==> src/design/wr_chan_pkg.sv <==
package wr_chan_pkg;

   // Header is {type, cache-line address, request tag}
   localparam int HDR_W   = 16;
   localparam int TYPE_LO = 14;
   localparam int TYPE_HI = 15;
   localparam int ADDR_LO = 8;
   localparam int ADDR_HI = 13;
   localparam int TAG_LO  = 0;
   localparam int TAG_HI  = 7;

   localparam int DATA_W = 64;
   localparam int TID_W  = 16;
   localparam int ADDR_W = 6;
   localparam int TAG_W  = 8;

   // Input FIFO models the host visible queue depth
   localparam int IN_DEPTH_LOG2 = 5;
   localparam int IN_ALMFULL    = 24;

   localparam int OUT_DEPTH_LOG2 = 3;
   localparam int OUT_ALMFULL    = 5;

   // Sum of both FIFO counts, up to 40 entries
   localparam int CNT_W = 7;

   // Reserved codes behave as line writes
   typedef enum logic [1:0] {
      TX_WRLINE  = 2'b00,
      TX_WRFENCE = 2'b01,
      TX_RSVD2   = 2'b10,
      TX_RSVD3   = 2'b11
   } tx_type_e;

   typedef enum logic [1:0] {
      WRF_PASS   = 2'b00,
      WRF_WAIT   = 2'b01,
      WRF_SETTLE = 2'b10
   } wrf_state_e;

endpackage

==> src/design/sync_fifo.sv <==
module sync_fifo #(
   parameter int WIDTH      = 8,
   parameter int DEPTH_LOG2 = 4,
   parameter int ALMFULL    = 12
) (
   input  logic                clk,
   input  logic                rst,
   input  logic                wr_en,
   input  logic [WIDTH-1:0]    data_in,
   input  logic                rd_en,
   output logic [WIDTH-1:0]    data_out,
   output logic                data_out_v,
   output logic                alm_full,
   output logic                empty,
   output logic [DEPTH_LOG2:0] count,
   output logic                overflow,
   output logic                underflow
);

   logic [WIDTH-1:0]      mem [2**DEPTH_LOG2];
   logic [DEPTH_LOG2-1:0] wr_ptr;
   logic [DEPTH_LOG2-1:0] rd_ptr;
   logic [DEPTH_LOG2:0]   occ;
   logic                  full;
   logic                  do_wr;
   logic                  do_rd;

   // MSB of the occupancy is set only with all entries in use
   assign full     = occ[DEPTH_LOG2];
   assign empty    = (occ == '0);
   assign alm_full = (occ >= (DEPTH_LOG2+1)'(ALMFULL));
   assign count    = occ;

   assign do_wr = wr_en && !full;
   assign do_rd = rd_en && !empty;

   always_ff @(posedge clk) begin
      if (do_wr) begin
         mem[wr_ptr] <= data_in;
      end
      if (do_rd) begin
         data_out <= mem[rd_ptr];
      end
   end

   always_ff @(posedge clk) begin
      if (rst) begin
         wr_ptr     <= '0;
         rd_ptr     <= '0;
         occ        <= '0;
         data_out_v <= 1'b0;
         overflow   <= 1'b0;
         underflow  <= 1'b0;
      end else begin
         if (do_wr) begin
            wr_ptr <= wr_ptr + DEPTH_LOG2'(1);
         end
         if (do_rd) begin
            rd_ptr <= rd_ptr + DEPTH_LOG2'(1);
         end
         case ({do_wr, do_rd})
            2'b10:   occ <= occ + (DEPTH_LOG2+1)'(1);
            2'b01:   occ <= occ - (DEPTH_LOG2+1)'(1);
            default: occ <= occ;
         endcase
         data_out_v <= do_rd;
         // Rejected accesses
         overflow   <= wr_en && full;
         underflow  <= rd_en && empty;
      end
   end

   // Occupancy never exceeds the buffer depth
   a_occ_in_range: assert property (
      @(posedge clk) disable iff (rst)
      occ <= (DEPTH_LOG2+1)'(2**DEPTH_LOG2)
   );

endmodule

==> src/design/wrfence_channel.sv <==
module wrfence_channel (
   input  logic                           clk,
   input  logic                           rst,
   input  logic                           wr_en,
   input  logic [wr_chan_pkg::HDR_W-1:0]  wr_hdr,
   input  logic [wr_chan_pkg::DATA_W-1:0] wr_data,
   output logic                           full,
   input  logic                           pop,
   output logic [wr_chan_pkg::HDR_W-1:0]  out_hdr,
   output logic [wr_chan_pkg::DATA_W-1:0] out_data,
   output logic                           out_valid,
   output logic                           out_empty,
   output logic [wr_chan_pkg::TID_W-1:0]  in_tid,
   output logic [wr_chan_pkg::TID_W-1:0]  out_tid,
   output logic                           fence_done,
   output logic [wr_chan_pkg::CNT_W-1:0]  count,
   output logic                           overflow,
   output logic                           underflow
);

   import wr_chan_pkg::*;

   logic [TID_W+HDR_W+DATA_W-1:0] in_dout;
   logic                          in_valid;
   logic                          in_pop;
   logic                          in_empty;
   logic [IN_DEPTH_LOG2:0]        in_count;
   logic                          in_ovf;
   logic                          in_udf;

   logic                          head_hold;
   logic                          head_valid;
   logic                          head_take;
   logic                          line_take;
   logic                          fence_head;
   logic [HDR_W-1:0]              head_hdr;
   tx_type_e                      head_type;

   logic [TID_W+HDR_W+DATA_W-1:0] xfer_din;
   logic [HDR_W-1:0]              xfer_hdr;
   logic                          xfer_wen;

   logic                          out_alm_full;
   logic [OUT_DEPTH_LOG2:0]       out_count;
   logic                          out_ovf;
   logic                          out_udf;

   wrf_state_e                    wrf_state;

   // Running tracking ID, only consumed by writes the input FIFO accepts
   always_ff @(posedge clk) begin
      if (rst) begin
         in_tid <= '0;
      end else if (wr_en && !in_count[IN_DEPTH_LOG2]) begin
         in_tid <= in_tid + TID_W'(1);
      end
   end

   sync_fifo #(
      .WIDTH      (TID_W + HDR_W + DATA_W),
      .DEPTH_LOG2 (IN_DEPTH_LOG2),
      .ALMFULL    (IN_ALMFULL)
   ) in_fifo (
      .clk        (clk),
      .rst        (rst),
      .wr_en      (wr_en),
      .data_in    ({in_tid, wr_hdr, wr_data}),
      .rd_en      (in_pop),
      .data_out   (in_dout),
      .data_out_v (in_valid),
      .alm_full   (full),
      .empty      (in_empty),
      .count      (in_count),
      .overflow   (in_ovf),
      .underflow  (in_udf)
   );

   // FIFO output register acts as the head slot of the input queue
   assign head_valid = in_valid || head_hold;
   assign head_hdr   = in_dout[DATA_W +: HDR_W];
   assign head_type  = tx_type_e'(head_hdr[TYPE_HI:TYPE_LO]);
   assign fence_head = head_valid && (head_type == TX_WRFENCE);
   assign line_take  = head_valid && !fence_head && !out_alm_full;
   assign head_take  = line_take || fence_done;
   assign in_pop     = !in_empty && (!head_valid || head_take);

   always_ff @(posedge clk) begin
      if (rst) begin
         head_hold <= 1'b0;
         xfer_wen  <= 1'b0;
      end else begin
         head_hold <= head_valid && !head_take;
         xfer_wen  <= line_take;
      end
   end

   always_ff @(posedge clk) begin
      if (line_take) begin
         xfer_din <= in_dout;
      end
   end

   assign xfer_hdr = xfer_din[DATA_W +: HDR_W];

   // Fence trap, fence_done marks the cycle the fence is dropped
   always_ff @(posedge clk) begin
      if (rst) begin
         wrf_state  <= WRF_PASS;
         fence_done <= 1'b0;
      end else begin
         fence_done <= 1'b0;
         case (wrf_state)
            WRF_PASS: begin
               if (fence_head) begin
                  wrf_state <= WRF_WAIT;
               end
            end
            WRF_WAIT: begin
               // Also wait out a write in transfer or one just popped
               if (out_empty && !xfer_wen && !out_valid) begin
                  fence_done <= 1'b1;
                  wrf_state  <= WRF_SETTLE;
               end
            end
            WRF_SETTLE: wrf_state <= WRF_PASS;
            default:    wrf_state <= WRF_PASS;
         endcase
      end
   end

   sync_fifo #(
      .WIDTH      (TID_W + HDR_W + DATA_W),
      .DEPTH_LOG2 (OUT_DEPTH_LOG2),
      .ALMFULL    (OUT_ALMFULL)
   ) out_fifo (
      .clk        (clk),
      .rst        (rst),
      .wr_en      (xfer_wen),
      .data_in    (xfer_din),
      .rd_en      (pop),
      .data_out   ({out_tid, out_hdr, out_data}),
      .data_out_v (out_valid),
      .alm_full   (out_alm_full),
      .empty      (out_empty),
      .count      (out_count),
      .overflow   (out_ovf),
      .underflow  (out_udf)
   );

   assign count     = CNT_W'(in_count) + CNT_W'(out_count);
   assign overflow  = in_ovf || out_ovf;
   assign underflow = in_udf || out_udf;

   a_no_fence_forwarded: assert property (
      @(posedge clk) disable iff (rst)
      xfer_wen |-> (tx_type_e'(xfer_hdr[TYPE_HI:TYPE_LO]) != TX_WRFENCE)
   );

endmodule

==> config.mk <==
export PLATFORM = sky130hd
export DESIGN_NAME = wrfence_channel
export DESIGN_NICKNAME = d
export VERILOG_FILES = /design/src/design/wr_chan_pkg.sv /design/src/design/sync_fifo.sv /design/src/design/wrfence_channel.sv
export SDC_FILE = /design/constraint.sdc
export NUM_CORES = 2
export LEC_CHECK = 0
export BUFFER_PORTS_ARGS = -buffer_cell sky130_fd_sc_hd__buf_2
export CAP_MARGIN = 10
export CORE_ASPECT_RATIO = 0.75
export CORE_UTILIZATION = 60
export CTS_CLUSTER_DIAMETER = 200
export DETAILED_ROUTE_END_ITERATION = 7
export PLACE_DENSITY_LB_ADDON = 0.12
export SYNTH_ARGS = -nofsm -noshare
export SYNTH_HDL_FRONTEND = slang
export SYNTH_SLANG_ARGS = --single-unit
==> constraint.sdc <==
create_clock -name clk -period 22.1 [get_ports clk]
set_input_delay 4.42 -clock clk [delete_from_list [all_inputs] [get_ports clk]]
set_output_delay 4.42 -clock clk [all_outputs]
set_load 0.01 [all_outputs]
# Yosys cells after proc, flatten, opt, wreduce, memory -nomap -nowiden
# Memories as Yosys holds them, arrays and structs flattened. A register that Yosys moved wholly into a read port is not among the register bits.
# Index checks and enable logic that the tools add are counted.
word_totals:
  reg_bits: 149
  ramBits: 3840
  input_bits: 84
  out_inout_bits: 125
  wordCells: 88
  mem_count: 2
op_classes:
  addsub: 10
  order_cmp: 2
  eq_ne: 8
  muxes: 10
  bitwise_logic: 1
  reduce_logical: 37
memory_table:
  columns: ["memory", "depth", "width", "rd", "rd_ports_with_merged_regs", "write_ports", "line_no", "source"]
  rows:
  - ["in_fifo.mem", 32, 96, 1, 1, 1, "sync_fifo.sv:20", "logic [WIDTH-1:0] mem [2**DEPTH_LOG2];"]
  - ["out_fifo.mem", 8, 96, 1, 1, 1, "sync_fifo.sv:20", null]
op_table:
  columns: ["op", "n"]
  rows:
  - ["$add A16 B1 Y16 const B", 1]
  - ["$logic_and A1 B1 Y1", 15]
  - ["$pmux W6 S2", 1]
  - ["$add A5 B1 Y5 const B", 2]
  - ["$logic_not A1 Y1", 10]
  - ["$eq A2 B1 Y1 const B", 4]
  - ["$pmux W4 S2", 1]
  - ["$add A6 B4 Y7", 1]
  - ["$add A3 B1 Y3 const B", 2]
  - ["$add A6 B1 Y6 const B", 1]
  - ["$ge A6 B5 Y1 const B", 1]
  - ["$logic_not A6 Y1", 1]
  - ["$sub A6 B1 Y6 const B", 1]
  - ["$logic_or A1 B1 Y1", 5]
  - ["$mux W1", 5]
  - ["$add A4 B1 Y4 const B", 1]
  - ["$eq A2 B2 Y1 const B", 2]
  - ["$ge A4 B3 Y1 const B", 1]
  - ["$logic_not A4 Y1", 1]
  - ["$mux W2", 2]
  - ["$ne A2 B2 Y1 const B", 2]
  - ["$pmux W2 S2", 1]
  - ["$reduce_bool A2 Y1", 2]
  - ["$sub A4 B1 Y4 const B", 1]
  - ["4 further kinds", 4]

# Logic depth before layout (Yosys ltp)
depth:
  depth_word: 11
  ltp_mapped: 11
  mapped_depth_nobuf: 10

# Hierarchy
# A second synthesis with hierarchy kept.
unflattened:
  cells_unflattened: 6790
  area_unflattened_um2: 156144.8
by_module_without_submodules:
  columns: ["mod", "n_inst", "cells_per_inst", "area_each_um2", "seq_area_each_um2"]
  rows:
  - ["sync_fifo at in_fifo", 1, 5285, 119798.6, 95511.6]
  - ["sync_fifo at out_fifo", 1, 1288, 32384.8, 26205.1]
  - ["wrfence_channel", 1, 217, 3961.3, 3303.2]

# Worst setup path before layout
# Ideal clock, no wire load.
synth_timing:
  path_type: "in2reg"
  from: "input port wr_en"
  to: "memory in_fifo.mem[12][0] (netlist bit), enable pin"
  setup_time_ns: 0.552
  t_arrival_ns: 9.202
  t_required_ns: 21.548
  slack_ns: 12.346
  path_stages: 4
  n_path_buf: 1
  path_cell_list: "nor2b_1 > buf_1 > nand2_1 > nor2_1"
synth_between:
  elab_chain_len: 3
synth_rtl:
  columns: ["item", "line_no", "source"]
  rows:
  - ["start, declared", "wrfence_channel.sv:4", "input logic wr_en,"]
  - ["$logic_and A1 B1 Y1", "sync_fifo.sv:34", "assign do_wr = wr_en && !full;"]
  - ["$mux W1", "sync_fifo.sv:38", "if (do_wr) begin"]
  - ["$mux W1 (implied by the code)", "sync_fifo.sv:39", "mem[wr_ptr] <= data_in;"]
  - ["end, declared", "sync_fifo.sv:20", null]
# No other way between the ends.

# Final worst setup path
layout_timing:
  from: "input port wr_en"
  to: "memory in_fifo.mem[8][24] (netlist bit), enable pin"
# Same word-level chain as after synthesis.

==> results_dict.tcl <==
set metrics [dict create \
    outcome "complete, no violations" \
    grt_pass1_wl_mm 539 \
    antenna_left 0 \
    ir_drop_uv 127 \
    io_buffers 208 \
    cts_buffer_depth 4 \
    rsz0062_at_grt "no" \
    synth-compound-area-share 0.0284 \
    dr.pass1.iters 6 \
    rows 161 \
    relSlewSlack 0.121 \
    skew_ns 0.0672 \
    crit_path_start_kind "input port" \
    cts_setup_buffers 0 \
    wl_per_cell_um 34.8 \
    root_buffer "clkbuf_16" \
    die-area_um2 262000 \
    crit_slowest_cell "nor2_4" \
    post_cts_resized 0 \
    antenna_found_initial 51 \
    reg2regPathDepth 8 \
    reg2reg_from "in_fifo.rd_ptr[0]$_SDFFE_PP0N_" \
    cts_tree "built" \
    viasPerCell 6.76 \
    synth_cells 6737 \
    via_count 73700 \
    end_kind "register" \
    synth_edf_count 4128 \
    power_density_nw_per_um2 115 \
    die_h_um 444 \
    synth-xor-area-share 0.00140 \
    syn_nets 6844 \
    fmax_ghz 0.125 \
    first_global_vias 72300 \
    cp.required_ns 22.58 \
    async_flop_share 0 \
    cts.sinks 4181 \
    maxCapViolCount 0 \
    numCtsBuffers 382 \
    fin_nets 7265 \
    cts.clk_slew.worst_paths_ns 0.06 \
    cpPeakStageDelay_ns 0.88 \
    r2r_end "in_fifo.data_out[74]$_DFFE_PN_" \
    setup_tns_ns 0 \
    initial_core_util 0.606 \
    drt_wl_total_mm 379 \
    synthSimpleGateAreaFrac 0.00844 \
    grt_overflow 0 \
    die_w_um 591 \
    hp-class "register to register" \
    drcViolationCount 0 \
    synthAdderAreaFrac 0.00199 \
    period_minus_slack_ns 8.01 \
    synth_area_per_cell_um2 23.2 \
    grt_util_all_layers 0.292 \
    synth-warning-count 0 \
    io_pins 209 \
    p_leak_nw 53.2 \
    final_cell_mix "edfxtp_1, mux4_2, clkbuf_16" \
    finalHoldViolCount 0 \
    drtIter0Drc 10200 \
    setup_viol 0 \
    dpl-instance-area_um2 162000 \
    ys_types 63 \
    worst_slew_pin_slew_ns 1.32 \
    gp_congestion 0.842 \
    cp_cell_sequence "buf_2 > nor2b_1 > nand2_1 > nor2_4 > buf_4 > buf_4" \
    synthFlopType "edfxtp_1" \
    synthMuxAreaShare 0.146 \
    core_area_um2 258000 \
    final_common_cell "edfxtp_1" \
    hold_buffers 0 \
    arrival_ns 8.49 \
    cpMostUsedCell "buf_4" \
    clk_latency_ns 0.92 \
    slew_viol_final 0 \
    fin_area_um2 174000 \
    synth_top_family_by_area "multiplexers" \
    area_delta_synth_final_pct 11.3 \
    holdPathEnd "xfer_din[60]$_DFFE_PP_" \
    hold-worst-slack_ns 0.413 \
    hp-start "in_fifo.data_out[60]$_DFFE_PN_" \
    seq_area_frac_synth 0.801 \
    r2r_slack_ns 16.31 \
    cts.htree.levels 5 \
    min_path_cells 0 \
    finalCritPeriodShare 0.363 \
    grt_start_max_net_pins 149 \
    drive_gt1_frac 0.264 \
    synth_seq_cells 4181 \
    syn_area_um2 156000 \
    dp_hpwl_mm 213 \
    cp_max_fo 53 \
    critical_path_class "input port to register" \
]
[power breakdown]
| group | total (mW) | internal [mW] | switching [mW] |
|---|---|---|---|
| registers | 9.90 | 9.47 | 0.431 |
| logic | 3.50 | 1.42 | 2.07 |
| clock network | 6.51 | 3.72 | 2.79 |
[sequential cells by signal, indices dropped and copies added, names as in the netlist, 2 cells and up]
register           flops
in_fifo.rd_ptr         5
out_fifo.wr_ptr        3
xfer_din              96
wrf_state              2
out_fifo.mem         768
in_fifo.count          6
out_fifo.data_out     96
out_fifo.rd_ptr        3
in_fifo.wr_ptr         5
in_fifo.mem         3072
in_fifo.data_out      96
out_fifo.count         4
in_tid                16
[cells in the mapped netlist, types with 17 or more instances]
cell type  instances  area share
inv_1             17     0.00041
buf_1             25     0.00060
edfxtp_1        4128        0.79
a221oi_1          21      0.0012
nand2_1           24     0.00058
xor2_1            17     0.00095
ha_1              20      0.0016
o221a_2           20      0.0014
a22oi_1          141      0.0068
mux2_2           161       0.012
nor2_1           116      0.0028
o22ai_1          147      0.0059
a211oi_1          39      0.0019
buf_2            137      0.0044
a21oi_1          103      0.0033
buf_4             75      0.0036
mux2i_1          301       0.019
dfxtp_1           53      0.0068
o221ai_1          92      0.0052
nand3_1           23     0.00074
nor3_1            17     0.00054
mux4_2           796        0.11
buf_6             26      0.0019
clkbuf_1          95      0.0023
[kinds of logic (layout without fill, tap and decap cells)]
| logic type | after synthesis | count (layout) |
|---|---|---|
| flip-flops | 4181 | 4181 |
| multiplexers | 1258 | 1258 |
| adder cells (fa/ha/maj) | 23 | 23 |
| buffers and inverters | 376 | 1093 |
| AND/OR/NAND/NOR | 261 | 261 |
| other | 1 | 18 |
| XOR/XNOR | 25 | 25 |
| AO/OA/AOI/OAI | 612 | 612 |
[metal layers]
metal  global-route usage  vias up  wire length [um]
met3               0.0625      549             42400
met2                0.431     4173            173000
met4               0.0680       16              8520
met5                    0        -               113
met1                0.454    39300            156000
li1                     -    29600                 -
[worst max-delay path by stage]
stage | from | end | slack [ns] | cells after the start
6_report | wr_en | in_fifo.mem[8][24]$_DFFE_PP_ | 14.09 | 6
3_5_place_dp | wr_en | in_fifo.mem[8][9]$_DFFE_PP_ | 13.29 | 6
3_3_place_gp | wr_en | in_fifo.mem[8][41]$_DFFE_PP_ | 13.35 | 6
4_1_cts | wr_en | in_fifo.mem[8][24]$_DFFE_PP_ | 14.20 | 6
5_1_grt | wr_en | in_fifo.mem[8][24]$_DFFE_PP_ | 13.90 | 6
2_1_floorplan | wr_en | in_fifo.mem[12][0]$_DFFE_PP_ | 12.35 | 4
[worst max-delay path, delay by kind of cell]
| kind | cells | cell delay, ns |
|---|---|---|
| buf+inv | 3 | 1.64 |
| simple gates | 3 | 2.31 |
[cell type report]
type | instances | area (um2)
flip-flops and latches | 4181 | 125000
fillers | 15800 | 84000
multi-input cells | 2180 | 29600
clock buffers | 472 | 10100
well taps | 3423 | 4280
repair buffers | 395 | 2540
clock inverters | 208 | 2050
inverters | 18 | 70.1
diodes | 17 | 42.5
[metrics by stage]
stage | setup WS, ns | instances | power (mW) | utilization
after floorplan | 12.35 | 6737 | 12.2 | -
after CTS | 14.20 | 10900 | 20.0 | 0.674
after global placement | 13.35 | 10200 | 13.5 | 0.627
final | 14.09 | 10900 | 19.9 | 0.674
after detailed placement | 13.29 | 10200 | 13.6 | 0.627
after global routing | 13.90 | 10900 | 20.5 | 0.674
Note: power is estimated with default switching activity, not from simulation.
